$ cat src/include/cancid_config.svh
`ifndef CANCID_CONFIG_SVH
`define CANCID_CONFIG_SVH

// Number of stream contexts held per category
`define CANCID_NUM_STREAMS 64

// Stream id width, enough to address every context
`define CANCID_SID_W 6

// Width of the packet and alert counters
`define CANCID_COUNT_W 16

// Width of one saved matcher state
// Must hold every state of both matchers
`define CANCID_STATE_W 4

`endif
$ cat src/hw/cancid_pkg.sv
`include "cancid_config.svh"

package cancid_pkg;

   // Telnet matcher, one state per matched prefix of "login:"
   typedef enum logic [`CANCID_STATE_W-1:0] {
      TL_IDLE = 0,
      TL_L,
      TL_LO,
      TL_LOG,
      TL_LOGI,
      TL_LOGIN,
      TL_HIT
   } telnet_state_e;

   // FTP matcher, one state per matched prefix of "PASS "
   typedef enum logic [`CANCID_STATE_W-1:0] {
      FP_IDLE = 0,
      FP_P,
      FP_PA,
      FP_PAS,
      FP_PASS,
      FP_HIT
   } ftp_state_e;

   // Selects the matcher inside a category counter
   typedef enum logic {
      CAT_TELNET,
      CAT_FTP
   } category_e;

   // Per-packet verdict, bit 0 telnet and bit 1 FTP
   typedef enum logic [1:0] {
      ALERT_NONE   = 2'd0,
      ALERT_TELNET = 2'd1,
      ALERT_FTP    = 2'd2,
      ALERT_BOTH   = 2'd3
   } alert_e;

endpackage

$ cat src/hw/cancid_scanner_top.sv
`timescale 1ns/1ns
`include "cancid_config.svh"

module cancid_scanner_top (
   input  logic                       clk,
   input  logic                       rst_n,
   input  logic [7:0]                 char_in,
   input  logic                       char_vld,
   input  logic                       load_state,
   input  logic                       new_stream_id,
   input  logic [`CANCID_SID_W-1:0]   stream_id,
   input  logic                       eop,
   input  logic                       telnet_en,
   input  logic                       ftp_en,
   output logic [`CANCID_COUNT_W-1:0] telnet_count,
   output logic [`CANCID_COUNT_W-1:0] ftp_count,
   output logic                       alert_vld,
   output cancid_pkg::alert_e         alert_code,
   output logic [`CANCID_COUNT_W-1:0] alert_count
);

   // Per-packet verdicts, one cycle after eop
   logic telnet_hit;
   logic ftp_hit;

   stream_category_counter #(
      .CATEGORY (cancid_pkg::CAT_TELNET)
   ) telnet_ctr_i (
      .clk           (clk),
      .rst_n         (rst_n),
      .char_in       (char_in),
      .char_vld      (char_vld),
      .load_state    (load_state),
      .new_stream_id (new_stream_id),
      .stream_id     (stream_id),
      .eop           (eop),
      .enable        (telnet_en),
      .hit           (telnet_hit),
      .pkt_count     (telnet_count)
   );

   stream_category_counter #(
      .CATEGORY (cancid_pkg::CAT_FTP)
   ) ftp_ctr_i (
      .clk           (clk),
      .rst_n         (rst_n),
      .char_in       (char_in),
      .char_vld      (char_vld),
      .load_state    (load_state),
      .new_stream_id (new_stream_id),
      .stream_id     (stream_id),
      .eop           (eop),
      .enable        (ftp_en),
      .hit           (ftp_hit),
      .pkt_count     (ftp_count)
   );

   // Alert lands two cycles after eop
   category_alert_merge merge_i (
      .clk         (clk),
      .rst_n       (rst_n),
      .eop         (eop),
      .telnet_hit  (telnet_hit),
      .ftp_hit     (ftp_hit),
      .alert_vld   (alert_vld),
      .alert_code  (alert_code),
      .alert_count (alert_count)
   );

endmodule

$ cat src/hw/category_alert_merge.sv
`timescale 1ns/1ns
`include "cancid_config.svh"

module category_alert_merge (
   input  logic                       clk,
   input  logic                       rst_n,
   input  logic                       eop,
   input  logic                       telnet_hit,
   input  logic                       ftp_hit,
   output logic                       alert_vld,
   output cancid_pkg::alert_e         alert_code,
   output logic [`CANCID_COUNT_W-1:0] alert_count
);

   // eop delayed to the cycle of the hit pulses
   logic               eop_q;
   cancid_pkg::alert_e next_code;

   always_comb
   begin
      case ({ftp_hit, telnet_hit})
         2'b01:   next_code = cancid_pkg::ALERT_TELNET;
         2'b10:   next_code = cancid_pkg::ALERT_FTP;
         2'b11:   next_code = cancid_pkg::ALERT_BOTH;
         default: next_code = cancid_pkg::ALERT_NONE;
      endcase
   end

   always_ff @(posedge clk)
   begin
      if (!rst_n)
      begin
         eop_q       <= 1'b0;
         alert_vld   <= 1'b0;
         alert_code  <= cancid_pkg::ALERT_NONE;
         alert_count <= '0;
      end
      else
      begin
         eop_q     <= eop;
         alert_vld <= eop_q;
         // Code holds until the next packet verdict
         if (eop_q)
         begin
            alert_code <= next_code;
            if (next_code != cancid_pkg::ALERT_NONE)
               alert_count <= alert_count + 1'b1;
         end
      end
   end

endmodule

$ cat src/hw/stream_category_counter.sv
`timescale 1ns/1ns
`include "cancid_config.svh"

module stream_category_counter #(
   parameter cancid_pkg::category_e CATEGORY = cancid_pkg::CAT_TELNET
) (
   input  logic                       clk,
   input  logic                       rst_n,
   input  logic [7:0]                 char_in,
   input  logic                       char_vld,
   input  logic                       load_state,
   input  logic                       new_stream_id,
   input  logic [`CANCID_SID_W-1:0]   stream_id,
   input  logic                       eop,
   input  logic                       enable,
   output logic                       hit,
   output logic [`CANCID_COUNT_W-1:0] pkt_count
);

   // Saved matcher state per stream
   logic [`CANCID_STATE_W-1:0] state_mem [`CANCID_NUM_STREAMS];

   logic [`CANCID_STATE_W-1:0] state_in;
   logic [`CANCID_STATE_W-1:0] state_out;
   logic                       state_in_vld;
   logic                       accept;
   logic                       char_vld_q;
   logic                       match_flag;

   always_ff @(posedge clk)
   begin
      if (!rst_n)
      begin
         state_in_vld <= 1'b0;
         char_vld_q   <= 1'b0;
         match_flag   <= 1'b0;
         hit          <= 1'b0;
         pkt_count    <= '0;
      end
      else
      begin
         // Matcher loads one cycle after load_state
         state_in_vld <= load_state;
         char_vld_q   <= char_vld;
         hit          <= 1'b0;
         // New packet, no match yet
         if (load_state)
            match_flag <= 1'b0;
         // Only a byte that just completed the pattern counts
         // A restored hit state must not flag the packet
         if (accept && char_vld_q)
            match_flag <= 1'b1;
         if (eop)
         begin
            if (enable)
            begin
               pkt_count <= pkt_count + {{(`CANCID_COUNT_W-1){1'b0}}, match_flag};
               hit       <= match_flag;
            end
            else
               match_flag <= 1'b0;
         end
      end
   end

   // Context restore at packet start and save at enabled eop
   always_ff @(posedge clk)
   begin
      if (load_state)
         state_in <= new_stream_id ? '0 : state_mem[stream_id];
      // Disabled packets leave the stream context untouched
      if (eop && enable)
         state_mem[stream_id] <= state_out;
   end

   generate
      if (CATEGORY == cancid_pkg::CAT_TELNET)
      begin : g_telnet
         telnet_login_dfa dfa_i (
            .clk          (clk),
            .rst_n        (rst_n),
            .char_in      (char_in),
            .char_vld     (char_vld),
            .state_in     (state_in),
            .state_in_vld (state_in_vld),
            .state_out    (state_out),
            .accept       (accept)
         );
      end
      else
      begin : g_ftp
         ftp_pass_dfa dfa_i (
            .clk          (clk),
            .rst_n        (rst_n),
            .char_in      (char_in),
            .char_vld     (char_vld),
            .state_in     (state_in),
            .state_in_vld (state_in_vld),
            .state_out    (state_out),
            .accept       (accept)
         );
      end
   endgenerate

endmodule

$ cat src/hw/ftp_pass_dfa.sv
`timescale 1ns/1ns
`include "cancid_config.svh"

module ftp_pass_dfa (
   input  logic                       clk,
   input  logic                       rst_n,
   input  logic [7:0]                 char_in,
   input  logic                       char_vld,
   input  logic [`CANCID_STATE_W-1:0] state_in,
   input  logic                       state_in_vld,
   output logic [`CANCID_STATE_W-1:0] state_out,
   output logic                       accept
);

   cancid_pkg::ftp_state_e state;
   cancid_pkg::ftp_state_e base;
   cancid_pkg::ftp_state_e next_state;

   always_comb
   begin
      // After a hit the next byte sees an idle matcher
      base = (state == cancid_pkg::FP_HIT) ? cancid_pkg::FP_IDLE : state;
      // Restart on 'P', otherwise drop back to idle
      next_state = (char_in == "P") ? cancid_pkg::FP_P : cancid_pkg::FP_IDLE;
      case (base)
         cancid_pkg::FP_P:
            if (char_in == "A")
               next_state = cancid_pkg::FP_PA;
         cancid_pkg::FP_PA:
            if (char_in == "S")
               next_state = cancid_pkg::FP_PAS;
         cancid_pkg::FP_PAS:
            if (char_in == "S")
               next_state = cancid_pkg::FP_PASS;
         // Pattern ends with a space
         cancid_pkg::FP_PASS:
            if (char_in == " ")
               next_state = cancid_pkg::FP_HIT;
         default:
            ;
      endcase
   end

   always_ff @(posedge clk)
   begin
      if (!rst_n)
         state <= cancid_pkg::FP_IDLE;
      else if (state_in_vld)
         state <= cancid_pkg::ftp_state_e'(state_in);
      else if (char_vld)
         state <= next_state;
   end

   assign state_out = state;
   assign accept = (state == cancid_pkg::FP_HIT);

endmodule

$ cat src/hw/telnet_login_dfa.sv
`timescale 1ns/1ns
`include "cancid_config.svh"

module telnet_login_dfa (
   input  logic                       clk,
   input  logic                       rst_n,
   input  logic [7:0]                 char_in,
   input  logic                       char_vld,
   input  logic [`CANCID_STATE_W-1:0] state_in,
   input  logic                       state_in_vld,
   output logic [`CANCID_STATE_W-1:0] state_out,
   output logic                       accept
);

   cancid_pkg::telnet_state_e state;
   cancid_pkg::telnet_state_e base;
   cancid_pkg::telnet_state_e next_state;

   always_comb
   begin
      // A completed match starts over like an idle matcher
      base = (state == cancid_pkg::TL_HIT) ? cancid_pkg::TL_IDLE : state;
      // Mismatch fallback, 'l' may begin a new match
      next_state = (char_in == "l") ? cancid_pkg::TL_L : cancid_pkg::TL_IDLE;
      case (base)
         cancid_pkg::TL_L:
            if (char_in == "o")
               next_state = cancid_pkg::TL_LO;
         cancid_pkg::TL_LO:
            if (char_in == "g")
               next_state = cancid_pkg::TL_LOG;
         cancid_pkg::TL_LOG:
            if (char_in == "i")
               next_state = cancid_pkg::TL_LOGI;
         cancid_pkg::TL_LOGI:
            if (char_in == "n")
               next_state = cancid_pkg::TL_LOGIN;
         cancid_pkg::TL_LOGIN:
            if (char_in == ":")
               next_state = cancid_pkg::TL_HIT;
         // Idle is covered by the fallback
         default:
            ;
      endcase
   end

   always_ff @(posedge clk)
   begin
      if (!rst_n)
         state <= cancid_pkg::TL_IDLE;
      // Restored context wins over a byte
      else if (state_in_vld)
         state <= cancid_pkg::telnet_state_e'(state_in);
      else if (char_vld)
         state <= next_state;
   end

   assign state_out = state;
   // High in the cycle after the closing ':'
   assign accept = (state == cancid_pkg::TL_HIT);

endmodule

$ cat config.mk
export PLATFORM = sky130hd
export DESIGN_NAME = cancid_scanner_top
export DESIGN_NICKNAME = d
export VERILOG_FILES = /design/src/hw/cancid_pkg.sv /design/src/hw/cancid_scanner_top.sv /design/src/hw/category_alert_merge.sv /design/src/hw/stream_category_counter.sv /design/src/hw/ftp_pass_dfa.sv /design/src/hw/telnet_login_dfa.sv
export VERILOG_INCLUDE_DIRS = /design/src /design/src/include
export SDC_FILE = /design/constraint.sdc
export NUM_CORES = 1
export LEC_CHECK = 0
export BUFFER_PORTS_ARGS = -buffer_cell sky130_fd_sc_hd__buf_4
export CAP_MARGIN = 5
export CORE_UTILIZATION = 45
export DETAILED_ROUTE_END_ITERATION = 6
export GPL_TIMING_DRIVEN = 0
export PLACE_DENSITY = 0.66
export SLEW_MARGIN = 30
export SYNTH_ARGS = -nofsm -noshare
export SYNTH_HDL_FRONTEND = slang
export SYNTH_SLANG_ARGS = --single-unit
$ cat constraint.sdc
create_clock -name clk -period 4.9 [get_ports clk]
set_input_delay 0.735 -clock clk [delete_from_list [all_inputs] [get_ports clk]]
set_output_delay 0.735 -clock clk [all_outputs]
set_load 0.01 [all_outputs]
* After elaboration in Yosys (flattened, before gate mapping) *
Memory sizes are Yosys's and may differ from the RTL's. A register that Yosys moved wholly into a read port is not among the register bits.
Index checks and enable logic that the tools add are counted.

storage, ports and cells
  register bits = 66
  bits in writable memories = 512
  input bits = 22
  output and inout port bits = 51
  word-level logic and storage cells = 86
  memories kept = 2

memory list
  name                    depth  width  read ports  clocked after memory_dff  wr ports  line                           source
  ftp_ctr_i.state_mem     64     4      1           1                         1         stream_category_counter.sv:21  logic [`CANCID_STATE_W-1:0] state_mem [`CANCID_NUM_STREAMS];
  telnet_ctr_i.state_mem  64     4      1           1                         1         stream_category_counter.sv:21

cells by class
  add/sub/neg operators = 3
  eq/ne operators = 24
  muxes and demuxes = 32
  reductions and logical operators = 11

operators with widths
  kind                                                             number
  8-bit by 7-bit == test with 1-bit output, second input constant  8
  16-bit by 1-bit adder with 16-bit output                         2
  4-bit 2-to-1 mux                                                 6
  4-bit by 3-bit == test with 1-bit output, second input constant  5
  16-bit by 1-bit adder with 16-bit output, second input constant  1
  4-bit by 2-bit == test with 1-bit output, second input constant  4
  8-bit by 6-bit == test with 1-bit output, second input constant  2
  3-bit 2-to-1 mux                                                 5
  3-bit case mux with 5 select lines                               1
  1-bit 2-to-1 mux                                                 14
  3-bit case mux with 4 select lines                               1
  4-bit by 1-bit == test with 1-bit output, second input constant  2
  2-bit 2-to-1 mux                                                 4
  2-bit case mux with 3 select lines                               1
  2-bit AND reduction                                              3
  3-bit AND reduction                                              2
  2-bit == test, second input constant                             2
  1-bit logical AND                                                4
  2-bit nonzero test                                               2
  2-bit by 1-bit == test with 1-bit output, second input constant  1

* Longest topological paths before layout *
  depth after elaboration = 6
  mapped depth = 10

* Modules after synthesis *
A second synthesis with hierarchy kept.

unflattened totals
  cell total of the unflattened synthesis = 1670
  area, all modules = 24671.2 um^2

modules (own cells, without submodules)
  module                                  instances  cells an instance  area each (um^2)
  stream_category_counter (telnet_ctr_i)  1          742                11573.6
  stream_category_counter (ftp_ctr_i)     1          741                11451.0
  category_alert_merge                    1          97                 929.6
  telnet_login_dfa                        1          48                 395.4
  ftp_pass_dfa                            1          42                 321.6

* Least setup slack after synthesis *
Ideal clock, no wire load.

  kind = register to register
  start = register ftp_ctr_i.g_ftp.dfa_i.state[2] (netlist: ftp_ctr_i.g_ftp.dfa_i.state_out[2])
  end = register ftp_ctr_i.g_ftp.dfa_i.state[0] (netlist: ftp_ctr_i.g_ftp.dfa_i.state_out[0])
  arrival time = 2.382 ns
  required time = 4.830 ns
  setup slack = 2.448 ns
  cell stages (with the launch flop) = 6
  buffers on the path = 0
  cells stage by stage = dfxtp_1 -> or4b_1 -> nor3b_1 -> o21ai_1 -> a311o_1 -> a21boi_1

between the ends
  longest elaborated chain between the ends = 6
  elaborated cells on any way between the ends = 9
  classes of those cells = 5 x eq/ne; 4 x mux

ends and longest elaborated chain
  what                                                                    line                source
  from (decl)                                                             ftp_pass_dfa.sv:15  cancid_pkg::ftp_state_e state;
  from (signal assigned)                                                  ftp_pass_dfa.sv:47  state <= cancid_pkg::FP_IDLE;
  from (signal assigned)                                                  ftp_pass_dfa.sv:49  state <= cancid_pkg::ftp_state_e'(state_in);
  from (signal assigned)                                                  ftp_pass_dfa.sv:51  state <= next_state;
  4-bit by 3-bit == test with 1-bit output                                ftp_pass_dfa.sv:22  base = (state == cancid_pkg::FP_HIT) ? cancid_pkg::FP_IDLE : state;
  4-bit 2-to-1 mux *                                                      ftp_pass_dfa.sv:22
  4-bit by 3-bit == test with 1-bit output, or another cell as far along  ftp_pass_dfa.sv:25  case (base)
  3-bit case mux with 4 select lines *                                    ftp_pass_dfa.sv:25
  4-bit 2-to-1 mux *                                                      ftp_pass_dfa.sv:50  else if (char_vld)
  4-bit 2-to-1 mux *                                                      ftp_pass_dfa.sv:48  else if (state_in_vld)

Mark *: on every way between the ends. The rest lies on a longest branch, timed or not. The select of a mux whose other input is x is not followed.
A chain may end at the register's enable or synchronous reset.

* Final worst setup path *
  start = input stream_id[0]
  end = memory ftp_ctr_i.state_mem[60][0] in the netlist's numbering (enable)

RTL lines
  what         line                           source
  from (decl)  cancid_scanner_top.sv:11       input logic [`CANCID_SID_W-1:0] stream_id,
  to (decl)    stream_category_counter.sv:21

No word-level cell before the write port.

==> impl_metrics.xml <==
<?xml version="1.0" encoding="UTF-8"?>
<metrics>
  <group name="run_status">
    <metric name="run_status" unit="">complete, no violations</metric>
  </group>
  <group name="hold_path">
    <metric name="hold_class" unit="">input pin to flop</metric>
  </group>
  <group name="pwr">
    <metric name="combinational_cell_fraction_of_total_power" unit="">0.059</metric>
    <metric name="p_int" unit="mW">8.20</metric>
    <metric name="switching_share" unit="">0.228</metric>
    <metric name="p_per_area" unit="nW/um^2">385</metric>
    <metric name="vdd_drop_max" unit="mV">0.276</metric>
    <metric name="power_frac_seq" unit="">0.513</metric>
    <metric name="power.total" unit="mW">10.6</metric>
    <metric name="leak_pwr" unit="nW">9.17</metric>
    <metric name="share_clk_of_total_power" unit="">0.427</metric>
    <metric name="switchingPower" unit="mW">2.42</metric>
  </group>
  <group name="timing">
    <metric name="max_clock_freq" unit="MHz">284</metric>
    <metric name="min_tclk_post_route" unit="ns">3.52</metric>
    <metric name="fin_skew" unit="ns">0.0577</metric>
    <metric name="grt_setup_unrepaired" unit="">false</metric>
    <metric name="worstMarginPinSlew" unit="ns">1.04</metric>
    <metric name="timing.setup.tns" unit="ns">0</metric>
    <metric name="finalSetupViolCount" unit="">0</metric>
    <metric name="post-route-period-util" unit="">0.719</metric>
    <metric name="slew_headroom" unit="">0.308</metric>
    <metric name="finalHoldViolCount" unit="">0</metric>
    <metric name="final-max-slew-violation-count" unit="">0</metric>
  </group>
  <group name="synth">
    <metric name="async_reset_ff_frac" unit="">0</metric>
    <metric name="syn_nets" unit="">1596</metric>
    <metric name="synth_area" unit="um^2">24000</metric>
    <metric name="syn_inst" unit="">1569</metric>
    <metric name="syn-mean-instance-area" unit="um^2">15.3</metric>
    <metric name="ys_warn_count" unit="">0</metric>
    <metric name="synth_edf_count" unit="">520</metric>
    <metric name="ys.flop_type" unit="">sky130_fd_sc_hd__edfxtp_1</metric>
    <metric name="synth-seq-area-share" unit="">0.704</metric>
    <metric name="synth.distinct_cells" unit="">74</metric>
    <metric name="number_of_register_bits_inferred_by_synthesis" unit="">586</metric>
  </group>
  <group name="clock_network">
    <metric name="tritoncts" unit="">done</metric>
    <metric name="cts_hold_buf" unit="">0</metric>
    <metric name="postCtsSetupBuffers" unit="">0</metric>
    <metric name="post_cts_resized" unit="">0</metric>
    <metric name="clk_pin_slew_worst_paths" unit="ns">0.06</metric>
    <metric name="insertion_delay" unit="ns">0.67</metric>
    <metric name="h-tree-depth" unit="">2</metric>
    <metric name="number_of_clock_sinks" unit="">586</metric>
    <metric name="cts.path.max_buffers" unit="">3</metric>
    <metric name="clk_root_buffer_cell" unit="">sky130_fd_sc_hd__clkbuf_16</metric>
    <metric name="cts_buffers" unit="">59</metric>
  </group>
  <group name="grt">
    <metric name="grt_start_max_net_pins" unit="">66</metric>
    <metric name="grtUsageTotal" unit="">0.276</metric>
    <metric name="number_of_antenna_violations_at_the_first_check_in_global_routing" unit="">1</metric>
    <metric name="overflow" unit="">0</metric>
    <metric name="grt_pass1_vias" unit="">15200</metric>
    <metric name="grt_pass1_wl" unit="um">106000</metric>
  </group>
  <group name="floorplan">
    <metric name="height_of_the_die" unit="um">233</metric>
    <metric name="chipWidth" unit="um">233</metric>
    <metric name="floorplan.initialDensity" unit="">0.457</metric>
    <metric name="number_of_placement_rows" unit="">84</metric>
    <metric name="die_area" unit="um^2">54400</metric>
    <metric name="design.core.area" unit="um^2">52700</metric>
    <metric name="floorplan.io_pins" unit="">73</metric>
  </group>
  <group name="setup_path">
    <metric name="criticalPathCategory" unit="">input pin to flop</metric>
    <metric name="crit_arrival" unit="ns">3.78</metric>
    <metric name="worst-endpoint-required" unit="ns">5.16</metric>
    <metric name="critical_path.endpoint_type" unit="">flop</metric>
    <metric name="critical_path.startpoint_type" unit="">input pin</metric>
    <metric name="cp_max_fo" unit="">10</metric>
  </group>
  <group name="placed_design">
    <metric name="post_dp_cell_area" unit="um^2">25700</metric>
    <metric name="gpl.final_weighted_congestion" unit="">0.986</metric>
    <metric name="detailedPlacementHpwl" unit="um">48000</metric>
    <metric name="io_buffer_count" unit="">69</metric>
  </group>
  <group name="final_layout">
    <metric name="stdcell_area" unit="um^2">27600</metric>
    <metric name="drive_above_1_share" unit="">0.189</metric>
    <metric name="filler_cell_count" unit="">4269</metric>
    <metric name="finish.net_count" unit="">1734</metric>
    <metric name="antennaDiodeCount" unit="">0</metric>
    <metric name="area.growth.synth_to_final" unit="%">14.7</metric>
    <metric name="final_core_utilization" unit="">0.524</metric>
  </group>
  <group name="detailed_routing">
    <metric name="drtPass1Iterations" unit="">7</metric>
    <metric name="vias" unit="">15500</metric>
    <metric name="via_per_inst" unit="">6.36</metric>
    <metric name="detail_route.drc_violations" unit="">0</metric>
    <metric name="antenna_violating_nets_left" unit="">0</metric>
    <metric name="first_iter_violations" unit="">2369</metric>
    <metric name="finalWirelength" unit="um">74400</metric>
    <metric name="avgRoutedWirePerCell" unit="um">30.5</metric>
  </group>
  <group name="job">
    <metric name="drv_cap" unit="">0</metric>
  </group>
</metrics>
per-layer routing:
layer  routed length (um)  global-route usage  vias up
met3                 9490              0.0818      246
met2                33400               0.427     1114
li1                     -                   -     6414
met4                 3900               0.135        0
met1                27500               0.353     7733
met5                    0                   0        -
placed cells by master (no fill, tap or decap), types with 17 or more instances in the layout:
| cell type | Yosys | layout |
|---|---|---|
| sky130_fd_sc_hd__and2_1 | 46 | 46 |
| sky130_fd_sc_hd__nor2b_1 | 24 | 24 |
| sky130_fd_sc_hd__dfxtp_1 | 66 | 58 |
| sky130_fd_sc_hd__a22oi_1 | 36 | 36 |
| sky130_fd_sc_hd__buf_2 | 21 | 21 |
| sky130_fd_sc_hd__a21oi_1 | 28 | 28 |
| sky130_fd_sc_hd__mux4_2 | 39 | 39 |
| sky130_fd_sc_hd__xnor2_1 | 22 | 22 |
| sky130_fd_sc_hd__a221oi_1 | 33 | 33 |
| sky130_fd_sc_hd__edfxtp_1 | 520 | 520 |
| sky130_fd_sc_hd__buf_4 | 22 | 91 |
| sky130_fd_sc_hd__clkbuf_16 | 0 | 59 |
| sky130_fd_sc_hd__clkbuf_1 | 34 | 43 |
| sky130_fd_sc_hd__o21ai_0 | 30 | 30 |
| sky130_fd_sc_hd__nand3_1 | 25 | 25 |
| sky130_fd_sc_hd__a221o_1 | 18 | 18 |
| sky130_fd_sc_hd__nor3_1 | 18 | 17 |
| sky130_fd_sc_hd__nor2_1 | 148 | 148 |
| sky130_fd_sc_hd__mux2_2 | 54 | 54 |
| sky130_fd_sc_hd__nand2_1 | 81 | 81 |
| sky130_fd_sc_hd__mux2i_1 | 61 | 61 |
power groups by stage:
| stage | sequential [mW] | clock [mW] | combinational [mW] |
|---|---|---|---|
| floorplan | 5.57 | 0 | 0.306 |
| global placement | 5.60 | 0 | 0.546 |
| detailed placement | 5.56 | 0 | 0.603 |
| CTS | 5.45 | 4.57 | 0.605 |
| global route | 5.45 | 4.75 | 0.637 |
| finish | 5.45 | 4.54 | 0.630 |
stage by stage:
step | hold slack (ns) | setup slack, ns | cells
2_1_floorplan | 0.456 | 2.45 | 1569
3_3_place_gp | 0.485 | 0.946 | 2326
5_1_grt | 0.349 | 1.47 | 2440
6_report | 0.350 | 1.38 | 2440
4_1_cts | 0.322 | 1.66 | 2440
3_5_place_dp | 0.495 | 1.00 | 2334
cells by family after synthesis:
| kind of cell | after synthesis | synth area share |
|---|---|---|
| compound gates | 252 | 0.0789 |
| simple gates | 433 | 0.0898 |
| buf+inv | 103 | 0.0239 |
| flops | 586 | 0.704 |
| mux | 155 | 0.0878 |
| xor+xnor | 35 | 0.0127 |
| fa+ha+maj | 5 | 0.00260 |
cells in the mapped netlist (all sizes together), types with 7 or more instances:
master,instances,area [um^2]
nand2,81,304
buf,55,394
a211oi,11,82.6
inv,13,48.8
xnor2,22,193
clkbuf,34,128
mux2i,61,611
nor4,8,50.1
nor2,150,568
and2,47,294
a21boi,13,97.6
a21oi,28,140
o22ai,15,93.8
mux2,55,623
mux4,39,878
a221o,18,180
a22o,14,123
nor2b,24,150
nand4,13,81.3
a31oi,8,50.1
and3,14,87.6
edfxtp,520,15600
o21ai,31,155
o2bb2ai,7,61.3
nor3,18,90.1
nand3,25,125
dfxtp,66,1320
a41oi,9,78.8
a221oi,34,304
xor2,13,114
or3,9,56.3
nor3b,9,67.6
a22oi,36,270
area by class of cell:
class                           instances  area [um^2]  share of cell area
Clock inverter                         36          403              0.0146
Timing Repair Buffer                   77          708              0.0257
Tap cell                              688          861              0.0312
Buffer                                 89          524              0.0190
Sequential cell                       586        17000               0.615
Inverter                               14         52.6             0.00191
Multi-Input combinational cell        880         6550               0.238
Clock buffer                           70         1520              0.0550
flip-flops by register name, indices dropped and copies added, names as in the netlist:
register / flops
telnet_ctr_i.state_in: 4
ftp_ctr_i.match_flag: 1
merge_i.alert_code: 2
ftp_ctr_i.g_ftp.dfa_i.state_out: 4
merge_i.alert_vld: 1
ftp_ctr_i.char_vld_q: 1
ftp_ctr_i.state_mem: 256
ftp_ctr_i.state_in: 4
telnet_ctr_i.match_flag: 1
merge_i.alert_count: 16
ftp_ctr_i.state_in_vld: 1
telnet_ctr_i.state_mem: 256
ftp_ctr_i.pkt_count: 16
telnet_ctr_i.g_telnet.dfa_i.state_out: 4
telnet_ctr_i.hit: 1
ftp_ctr_i.hit: 1
merge_i.eop_q: 1
telnet_ctr_i.pkt_count: 16
critical path, stage by stage:
cell and delay (ns):
sky130_fd_sc_hd__buf_4 0.13, sky130_fd_sc_hd__buf_6 0.18, sky130_fd_sc_hd__buf_6 0.21, sky130_fd_sc_hd__nor2_2 0.77, sky130_fd_sc_hd__buf_2 0.47, sky130_fd_sc_hd__nand3_1 0.69
sky130_fd_sc_hd__nor2_1 0.57
path summary, 6_finish.rpt:
check | startpoint | end | slack, ns | cells after the start
min | eop | merge_i.eop_q | 0.35 | 2
max reg2reg | telnet_ctr_i.state_mem[46][0] | telnet_ctr_i.state_in[0] | 2.61 | 5
min reg2reg | merge_i.alert_count[14] | merge_i.alert_count[14] | 0.50 | 2
max | stream_id[0] | ftp_ctr_i.state_mem[60][0] | 1.38 | 7
Note: power is estimated with default switching activity, not from simulation.
